$ cat config.mk
export PLATFORM = sky130hd
export DESIGN_NAME = fifo_sync_ctrl
export DESIGN_NICKNAME = d
export VERILOG_FILES = /design/src/source/fifo_ptr_pkg.sv /design/src/source/fifo_level_pkg.sv /design/src/source/fifo_wr_side.sv /design/src/source/fifo_rd_side.sv /design/src/source/fifo_level_flags.sv /design/src/source/fifo_sync_ctrl.sv
export VERILOG_INCLUDE_DIRS = /design/src /design/src/source
export SDC_FILE = /design/constraint.sdc
export NUM_CORES = 1
export LEC_CHECK = 0
export BUFFER_PORTS_ARGS = -buffer_cell sky130_fd_sc_hd__buf_2
export CORE_MARGIN = 3
export CORE_UTILIZATION = 40
export CTS_CLUSTER_DIAMETER = 150
export DETAILED_ROUTE_END_ITERATION = 16
export HOLD_SLACK_MARGIN = 0.08
export PLACE_DENSITY = 0.73
export SLEW_MARGIN = 15
export SYNTH_ARGS = -nofsm -noshare
export SYNTH_HDL_FRONTEND = slang
export SYNTH_SLANG_ARGS = --single-unit
$ cat constraint.sdc
create_clock -name pos_clk -period 3.1 [get_ports pos_clk]
set_input_delay 0.62 -clock pos_clk [delete_from_list [all_inputs] [get_ports pos_clk]]
set_output_delay 0.62 -clock pos_clk [all_outputs]
set_load 0.02 [all_outputs]
$ cat src/source/fifo_config.svh
// --------------------------------------
// fifo controller configuration
// depth and static flag thresholds
// --------------------------------------
`ifndef FIFO_CONFIG_SVH
`define FIFO_CONFIG_SVH

// address width, log2 of the depth
`define FIFO_AW 4

// number of words, always a power of two
`define FIFO_DEPTH (1 << `FIFO_AW)

// almost full asserts at this word count and above
`define FIFO_AFULL_VAL 12

// almost empty asserts at this word count and below
`define FIFO_AEMPTY_VAL 4

`endif

$ cat src/source/fifo_ptr_pkg.sv
// --------------------------------------
// fifo pointer types
// wrapping pointers and memory addresses
// --------------------------------------
`default_nettype none

`include "fifo_config.svh"

package fifo_ptr_pkg;

   // --------------------------------------
   // pointer
   // --------------------------------------
   // one bit wider than the address
   // msb tells a full fifo from an empty one
   typedef logic [`FIFO_AW:0] ptr_t;

   // --------------------------------------
   // address
   // --------------------------------------
   // low pointer bits, no wrap counter needed
   typedef logic [`FIFO_AW-1:0] addr_t;

endpackage

`default_nettype wire

$ cat src/source/fifo_level_pkg.sv
// --------------------------------------
// fifo level types
// word counts seen by the two sides
// --------------------------------------
`default_nettype none

`include "fifo_config.svh"

package fifo_level_pkg;

   // --------------------------------------
   // word count
   // --------------------------------------
   // holds 0 up to the full depth
   // so it needs one bit more than the address
   typedef logic [`FIFO_AW:0] cnt_t;

   // same width as a pointer difference,
   // which wraps the same way

endpackage

`default_nettype wire

$ cat src/source/fifo_wr_side.sv
// --------------------------------------
// fifo write side
// write pointer, address, ack, overflow
// --------------------------------------
`timescale 1ns/1ns
`default_nettype none

`include "fifo_config.svh"

module fifo_wr_side (
   // clock and async reset
   input  logic                pos_clk,
   input  logic                aresetn,
   // write strobe from outside
   input  logic                we_i,
   // registered full flag fed back
   input  logic                full_i,
   // accepted write, to flags and memory
   output logic                wr_acc_o,
   output fifo_ptr_pkg::ptr_t  wptr_o,
   output fifo_ptr_pkg::addr_t memwaddr_o,
   // handshake and error strobes
   output logic                wack_o,
   output logic                overflow_o
);

   import fifo_ptr_pkg::*;

   // registered write pointer
   ptr_t wptr_q;

   // --------------------------------------
   // write gating
   // --------------------------------------
   // no back-pressure: a write while full is dropped
   assign wr_acc_o = we_i & ~full_i;

   // --------------------------------------
   // write pointer
   // --------------------------------------
   // wraps through 2*depth, extra msb toggles per lap
   always_ff @(posedge pos_clk or negedge aresetn) begin
      if (!aresetn) begin
         wptr_q <= '0;
      end else if (wr_acc_o) begin
         wptr_q <= wptr_q + ptr_t'(1);
      end
   end

   assign wptr_o = wptr_q;

   // address is the pointer before the increment
   assign memwaddr_o = wptr_q[`FIFO_AW-1:0];

   // --------------------------------------
   // ack and overflow
   // --------------------------------------
   // both one cycle after the request
   always_ff @(posedge pos_clk or negedge aresetn) begin
      if (!aresetn) begin
         wack_o     <= 1'b0;
         overflow_o <= 1'b0;
      end else begin
         wack_o     <= wr_acc_o;
         // refused write
         overflow_o <= we_i & full_i;
      end
   end

endmodule

`default_nettype wire

$ cat src/source/fifo_rd_side.sv
// --------------------------------------
// fifo read side
// read pointer, address, dvld, underflow
// --------------------------------------
`timescale 1ns/1ns
`default_nettype none

`include "fifo_config.svh"

module fifo_rd_side (
   // clock and async reset
   input  logic                pos_clk,
   input  logic                aresetn,
   // read strobe from outside
   input  logic                re_i,
   // registered empty flag fed back
   input  logic                empty_i,
   // accepted read, to flags and memory
   output logic                rd_acc_o,
   output fifo_ptr_pkg::ptr_t  rptr_o,
   output fifo_ptr_pkg::addr_t memraddr_o,
   // data valid and error strobe
   output logic                dvld_o,
   output logic                underflow_o
);

   import fifo_ptr_pkg::*;

   // registered read pointer
   ptr_t rptr_q;

   // --------------------------------------
   // read gating
   // --------------------------------------
   // a read while empty is dropped and flagged
   assign rd_acc_o = re_i & ~empty_i;

   // --------------------------------------
   // read pointer
   // --------------------------------------
   always_ff @(posedge pos_clk or negedge aresetn) begin
      if (!aresetn) begin
         rptr_q <= '0;
      end else if (rd_acc_o) begin
         rptr_q <= rptr_q + ptr_t'(1);
      end
   end

   assign rptr_o = rptr_q;

   // memory sees the current pointer in the same cycle
   assign memraddr_o = rptr_q[`FIFO_AW-1:0];

   // --------------------------------------
   // data valid and underflow
   // --------------------------------------
   // one register stage, data valid matches memory read latency
   always_ff @(posedge pos_clk or negedge aresetn) begin
      if (!aresetn) begin
         dvld_o      <= 1'b0;
         underflow_o <= 1'b0;
      end else begin
         dvld_o      <= rd_acc_o;
         // refused read
         underflow_o <= re_i & empty_i;
      end
   end

endmodule

`default_nettype wire

$ cat src/source/fifo_level_flags.sv
// --------------------------------------
// fifo level and flags
// word counts and status from the pointers
// --------------------------------------
`timescale 1ns/1ns
`default_nettype none

`include "fifo_config.svh"

module fifo_level_flags (
   // clock and async reset
   input  logic                 pos_clk,
   input  logic                 aresetn,
   // accepted accesses this cycle
   input  logic                 wr_acc_i,
   input  logic                 rd_acc_i,
   // registered pointers
   input  fifo_ptr_pkg::ptr_t   wptr_i,
   input  fifo_ptr_pkg::ptr_t   rptr_i,
   // write side status
   output fifo_level_pkg::cnt_t wrcnt_o,
   output logic                 full_o,
   output logic                 afull_o,
   // read side status
   output fifo_level_pkg::cnt_t rdcnt_o,
   output logic                 empty_o,
   output logic                 aempty_o
);

   import fifo_ptr_pkg::*;
   import fifo_level_pkg::*;

   // thresholds as counts
   localparam cnt_t full_lvl   = cnt_t'(`FIFO_DEPTH);
   localparam cnt_t afull_lvl  = cnt_t'(`FIFO_AFULL_VAL);
   localparam cnt_t aempty_lvl = cnt_t'(`FIFO_AEMPTY_VAL);

   // pointers with this cycle's access added
   ptr_t wptr_cmb;
   ptr_t rptr_cmb;
   // the two views of the level
   cnt_t wdiff;
   cnt_t rdiff;

   // --------------------------------------
   // pointer differences
   // --------------------------------------
   assign wptr_cmb = wptr_i + ptr_t'(wr_acc_i);
   assign rptr_cmb = rptr_i + ptr_t'(rd_acc_i);

   // write view counts the new write, ignores the read
   // so full can lag a read by one cycle
   assign wdiff = cnt_t'(wptr_cmb - rptr_i);

   // read view counts the new read, ignores the write
   // so empty can lag a write by one cycle
   assign rdiff = cnt_t'(wptr_i - rptr_cmb);

   // --------------------------------------
   // write side flags
   // --------------------------------------
   always_ff @(posedge pos_clk or negedge aresetn) begin
      if (!aresetn) begin
         wrcnt_o <= '0;
         full_o  <= 1'b0;
         afull_o <= 1'b0;
      end else begin
         wrcnt_o <= wdiff;
         // every word in use
         full_o  <= (wdiff == full_lvl);
         // static threshold, no hysteresis
         afull_o <= (wdiff >= afull_lvl);
      end
   end

   // --------------------------------------
   // read side flags
   // --------------------------------------
   // empty after reset
   always_ff @(posedge pos_clk or negedge aresetn) begin
      if (!aresetn) begin
         rdcnt_o  <= '0;
         empty_o  <= 1'b1;
         aempty_o <= 1'b1;
      end else begin
         rdcnt_o  <= rdiff;
         empty_o  <= (rdiff == '0);
         aempty_o <= (rdiff <= aempty_lvl);
      end
   end

endmodule

`default_nettype wire

$ cat src/source/fifo_sync_ctrl.sv
// --------------------------------------
// synchronous fifo controller
// pointers and flags for an external memory
// --------------------------------------
`timescale 1ns/1ns
`default_nettype none

module fifo_sync_ctrl (
   // clock and async reset
   input  logic                 pos_clk,
   input  logic                 aresetn,
   // single-cycle access strobes
   input  logic                 we_i,
   input  logic                 re_i,
   // write side status
   output logic                 full_o,
   output logic                 afull_o,
   output fifo_level_pkg::cnt_t wrcnt_o,
   // read side status
   output logic                 empty_o,
   output logic                 aempty_o,
   output fifo_level_pkg::cnt_t rdcnt_o,
   // handshake and error strobes
   output logic                 wack_o,
   output logic                 dvld_o,
   output logic                 overflow_o,
   output logic                 underflow_o,
   // external memory port
   output logic                 memwe_o,
   output logic                 memre_o,
   output fifo_ptr_pkg::addr_t  memwaddr_o,
   output fifo_ptr_pkg::addr_t  memraddr_o
);

   import fifo_ptr_pkg::*;

   // accepted accesses
   logic wr_acc;
   logic rd_acc;
   // registered pointers to the flag block
   ptr_t wptr;
   ptr_t rptr;

   // --------------------------------------
   // write side
   // --------------------------------------
   // full comes back from the flag block
   fifo_wr_side i_fifo_wr_side (
      .pos_clk    (pos_clk),
      .aresetn    (aresetn),
      .we_i       (we_i),
      .full_i     (full_o),
      .wr_acc_o   (wr_acc),
      .wptr_o     (wptr),
      .memwaddr_o (memwaddr_o),
      .wack_o     (wack_o),
      .overflow_o (overflow_o)
   );

   // --------------------------------------
   // read side
   // --------------------------------------
   fifo_rd_side i_fifo_rd_side (
      .pos_clk     (pos_clk),
      .aresetn     (aresetn),
      .re_i        (re_i),
      .empty_i     (empty_o),
      .rd_acc_o    (rd_acc),
      .rptr_o      (rptr),
      .memraddr_o  (memraddr_o),
      .dvld_o      (dvld_o),
      .underflow_o (underflow_o)
   );

   // --------------------------------------
   // counts and flags
   // --------------------------------------
   fifo_level_flags i_fifo_level_flags (
      .pos_clk  (pos_clk),
      .aresetn  (aresetn),
      .wr_acc_i (wr_acc),
      .rd_acc_i (rd_acc),
      .wptr_i   (wptr),
      .rptr_i   (rptr),
      .wrcnt_o  (wrcnt_o),
      .full_o   (full_o),
      .afull_o  (afull_o),
      .rdcnt_o  (rdcnt_o),
      .empty_o  (empty_o),
      .aempty_o (aempty_o)
   );

   // memory enables are the accepted strobes
   assign memwe_o = wr_acc;
   assign memre_o = rd_acc;

endmodule

`default_nettype wire

## Yosys cells after proc, flatten, opt, wreduce, memory -nomap -nowiden

Cells that the tools add are included.

- Logic and storage cells: 28
- Output and inout bits: 28
- Bits of input ports: 4
- Register bits: 28

- Order comparisons: 2
- Reduce and logical (&&, ||, !) cells: 1
- Bitwise logic cells: 6
- $add $sub $neg: 6
- Equal/unequal tests: 1

Operator list:

| operator | count |
|---|---|
| 5-bit by 1-bit adder with 5-bit output | 2 |
| 5-bit by 1-bit adder with 5-bit output, second input constant | 2 |
| 5-bit subtractor | 2 |
| 5-bit equality test, second input constant | 1 |
| 5-bit by 4-bit >= comparator with 1-bit output, second input constant | 1 |
| 5-bit by 3-bit <= comparator with 1-bit output, second input constant | 1 |
| 5-bit zero test | 1 |
| 1-bit AND | 4 |
| 1-bit inverter | 2 |

## Depth between registers and ports, before layout

- Depth after elaboration: 5
- Gate-level depth with buffers: 12
- Mapped depth without buffers: 11

## By module

From an unflattened synthesis, not the netlist that was laid out.

- Cells, all modules: 116
- Area, all modules: 1,460.2 um^2

Modules (own cells, without submodules):

| module | area each (um^2) | cells an instance | times used | sequential area each (um^2) |
|---|---|---|---|---|
| fifo_level_flags | 827.0 | 70 | 1 | 352.8 |
| fifo_rd_side | 316.6 | 23 | 1 | 175.2 |
| fifo_wr_side | 316.6 | 23 | 1 | 175.2 |

## Worst setup path before layout

Ideal clock, no wire load.

- Path kind: input to register
- From: in we_i
- To: reg i_fifo_level_flags.full_o
- Data arrival time: 2.811 ns
- Setup time: 0.100 ns
- Data required time: 3.000 ns
- Stages on the path: 11
- Slack: 0.189 ns
- Cell sequence: nor2b_1 clkbuf_1 inv_1 ha_1 inv_1 ha_1 inv_1 fa_1 inv_1 or3_1 nor4bb_1

- Cells in the longest elaborated chain, start to end: 4

RTL lines:

| item | line | RTL |
|---|---|---|
| start, declared | fifo_sync_ctrl.sv:13 | `input logic we_i,` |
| 1-bit AND | fifo_wr_side.sv:36 | `assign wr_acc_o = we_i & ~full_i;` |
| via memwe_o | fifo_sync_ctrl.sv:29 | `output logic memwe_o,` |
| 5-bit by 1-bit adder with 5-bit output | fifo_level_flags.sv:48 | `assign wptr_cmb = wptr_i + ptr_t'(wr_acc_i);` |
| 5-bit subtractor | fifo_level_flags.sv:53 | `assign wdiff = cnt_t'(wptr_cmb - rptr_i);` |
| via i_fifo_level_flags.wdiff[1] | fifo_level_flags.sv:42 | `cnt_t wdiff;` |
| 5-bit equality test | fifo_level_flags.sv:70 | `full_o <= (wdiff == full_lvl);` |
| end signal, assigned | fifo_level_flags.sv:70 |  |
| end, declared | fifo_level_flags.sv:22 | `output logic full_o,` |

The timed path passes the listed nets, and every way through them passes these cells.
A chain may end at the register's enable or synchronous reset.

## Final worst setup path

- From: reg i_fifo_level_flags.full_o
- To: reg i_fifo_level_flags.full_o

- Cells in the longest elaborated chain, start to end: 5

RTL lines:

| item | line |
|---|---|
| 1-bit inverter | fifo_wr_side.sv:36 |
| 1-bit AND | fifo_wr_side.sv:36 |
| 5-bit by 1-bit adder with 5-bit output | fifo_level_flags.sv:48 |
| 5-bit subtractor | fifo_level_flags.sv:53 |
| via i_fifo_level_flags.wdiff[1] | fifo_level_flags.sv:42 |
| 5-bit equality test | fifo_level_flags.sv:70 |

The timed path passes the listed nets, and every way through them passes these cells.

==> results_dict.tcl <==
set metrics [dict create \
    max_slew_margin_pct 60.3 \
    syn_area_um2 1440 \
    synth.avg_cell_area_um2 11.9 \
    io_pins 32 \
    pre_cts_ws_ps 286 \
    fin_setup_tns_ps 0 \
    grt_max_degree 29 \
    insertedDiodeCount 0 \
    postRouteAntennaNets 0 \
    slew_violations 0 \
    required_ps 3320 \
    hold_buffers 0 \
    max_cap_viol_count 0 \
    clockBufferDepth 2 \
    via_per_inst 4.52 \
    syn2layout_area_growth_pct 14.8 \
    max_freq_ghz 0.399 \
    drcViolationCount 0 \
    cts_buffers 3 \
    post-route-period-util_pct 80.9 \
    seq_area_frac_synth_pct 49.0 \
    worstSetupPathType "flop to flop" \
    die_x_um 65.9 \
    path_max_fanout 3 \
    drtIter0Drc 32 \
    synth_cell_types 25 \
    cts.sinks 28 \
    nets 172 \
    crit_path_start_kind "flop" \
    worst_pin_slew_ps 596 \
    post_cts_resized 0 \
    syn-num-nets 144 \
    wirelength_um 2350 \
    grt_pass1_wl_um 4260 \
    drive_above_1_share_pct 27.7 \
    final_common_cell "buf_2" \
    insertion_delay_ps 320 \
    wl_per_cell_um 12.1 \
    vias 877 \
    synth_seq_cells 28 \
    core_area_um2 3390 \
    mostFrequentLayoutCells "buf_2, dfrtp_1, inv_1, ha_1, xnor2_1" \
    finClkSkew_ps 2.71 \
    period_needed_ps 2510 \
    hold_class "primary input to async pin" \
    place.gp.congestion 0.805 \
    antenna_found_initial 0 \
    detail_route.first_pass.iterations 4 \
    ys_warn_count 0 \
    setup_viol 0 \
    die_h_um 65.9 \
    status "finished, final reports clean" \
    root_buffer "clkbuf_4" \
    cp.arrival_ps 2730 \
    port_buffers 31 \
    htree_levels 1 \
    die_area_um2 4340 \
    finalHoldViolations 0 \
    syn_inst 121 \
    hpwlAfterDp_um 1860 \
    grt_pass1_vias 961 \
    overflow 0 \
    initial_core_util_pct 42.3 \
    cts_tree "yes" \
    clk_pin_slew_ps 150 \
    fin_ws_ps 592 \
    grt_usage_pct 12.8 \
    cts_setup_buffers 0 \
    cp-end-kind "flop" \
    rsz0062_at_grt "no" \
    rows 21 \
]
## worst paths after layout
check | startpoint | slack (ps) | cells past startpoint | endpoint
setup / recovery | i_fifo_level_flags.full_o | 590 | 10 | i_fifo_level_flags.full_o
hold / removal | aresetn | 280 | 1 | i_fifo_level_flags.rdcnt_o[1]
setup reg to reg | i_fifo_level_flags.full_o | 590 | 10 | i_fifo_level_flags.full_o
hold reg to reg | i_fifo_rd_side.rptr_o[4] | 510 | 1 | i_fifo_rd_side.rptr_o[4]
max in group asynchronous | aresetn | 2430 | 1 | i_fifo_level_flags.wrcnt_o[0]
min in group pos_clk | we_i | 500 | 2 | i_fifo_wr_side.overflow_o
## metrics by stage
step | cells | util (%) | hold WS, ps | cell area (um2)
after global placement | 190 | 47.1 | 483 | 1600
final | 194 | 48.6 | 278 | 1650
after floorplan | 121 | - | 324 | 1440
after global routing | 194 | 48.6 | 306 | 1650
after CTS | 194 | 48.6 | 295 | 1650
after detailed placement | 190 | 47.1 | 487 | 1600
## cells in the mapped netlist, drive strengths merged
master / count / area (um2)
xnor2: 12 / 105
o21a: 2 / 15.0
xor2: 5 / 43.8
nand2: 3 / 11.3
dfstp: 2 / 52.6
fa: 3 / 60.1
inv: 16 / 60.1
o21ai: 3 / 15.0
dfrtp: 26 / 651
nand4: 4 / 25.0
nor4bb: 1 / 10.0
nor3: 2 / 10.0
clkbuf: 2 / 7.51
a21o: 1 / 7.51
nand3b: 1 / 7.51
nor2b: 3 / 18.8
or3: 3 / 18.8
buf: 8 / 60.1
ha: 16 / 200
nand2b: 1 / 6.26
mux2: 1 / 11.3
a21oi: 2 / 10.0
a22o: 1 / 8.76
and2: 3 / 20.0
## cell families (layout without fill, tap and decap cells)
logic type      count (synthesis)  count (layout)  share of synthesized area, %
compound gates                  9               9                          3.92
flops                          28              28                          49.0
simple gates                   21              21                          8.89
fa+ha+maj                      19              19                          18.1
buf+inv                        26              53                          8.89
xor+xnor                       17              17                          10.4
mux                             1               1                         0.785
## sequential cells by signal, indices dropped and copies added (netlist names)
name                         cells
i_fifo_level_flags.aempty_o      1
i_fifo_level_flags.afull_o       1
i_fifo_level_flags.empty_o       1
i_fifo_level_flags.full_o        1
i_fifo_level_flags.rdcnt_o       5
i_fifo_level_flags.wrcnt_o       5
i_fifo_rd_side.dvld_o            1
i_fifo_rd_side.rptr_o            5
i_fifo_rd_side.underflow_o       1
i_fifo_wr_side.overflow_o        1
i_fifo_wr_side.wack_o            1
i_fifo_wr_side.wptr_o            5
## final cells by class
type,count,area (um2)
Multi-Input combinational cell,67,604
Tap cell,46,57.6
Inverter,16,60.1
Sequential cell,28,703
Clock buffer,3,22.5
Fill cell,317,1740
Clock inverter,1,30.0
Timing Repair Buffer,33,170
## routing by layer
metal	GRT usage, %	vias to the layer above	wire length (um)
li1	-	435	-
met1	16.6	409	1030
met2	21.2	29	1120
met3	2.55	4	170
met4	4.66	0	23
met5	0	-	0
## critical path, stage by stage (launching register included)
cell and delay, ps:
dfrtp_1 410, nor2b_1 170, inv_1 60, ha_1 280
inv_1 60, ha_1 150, inv_1 60, fa_1 480
inv_1 50, or3_1 370, nor4bb_1 310
Power is left out: the tool's default activity adds up to more than one toggle a clock period on the data nets, which glitch-free logic cannot reach.
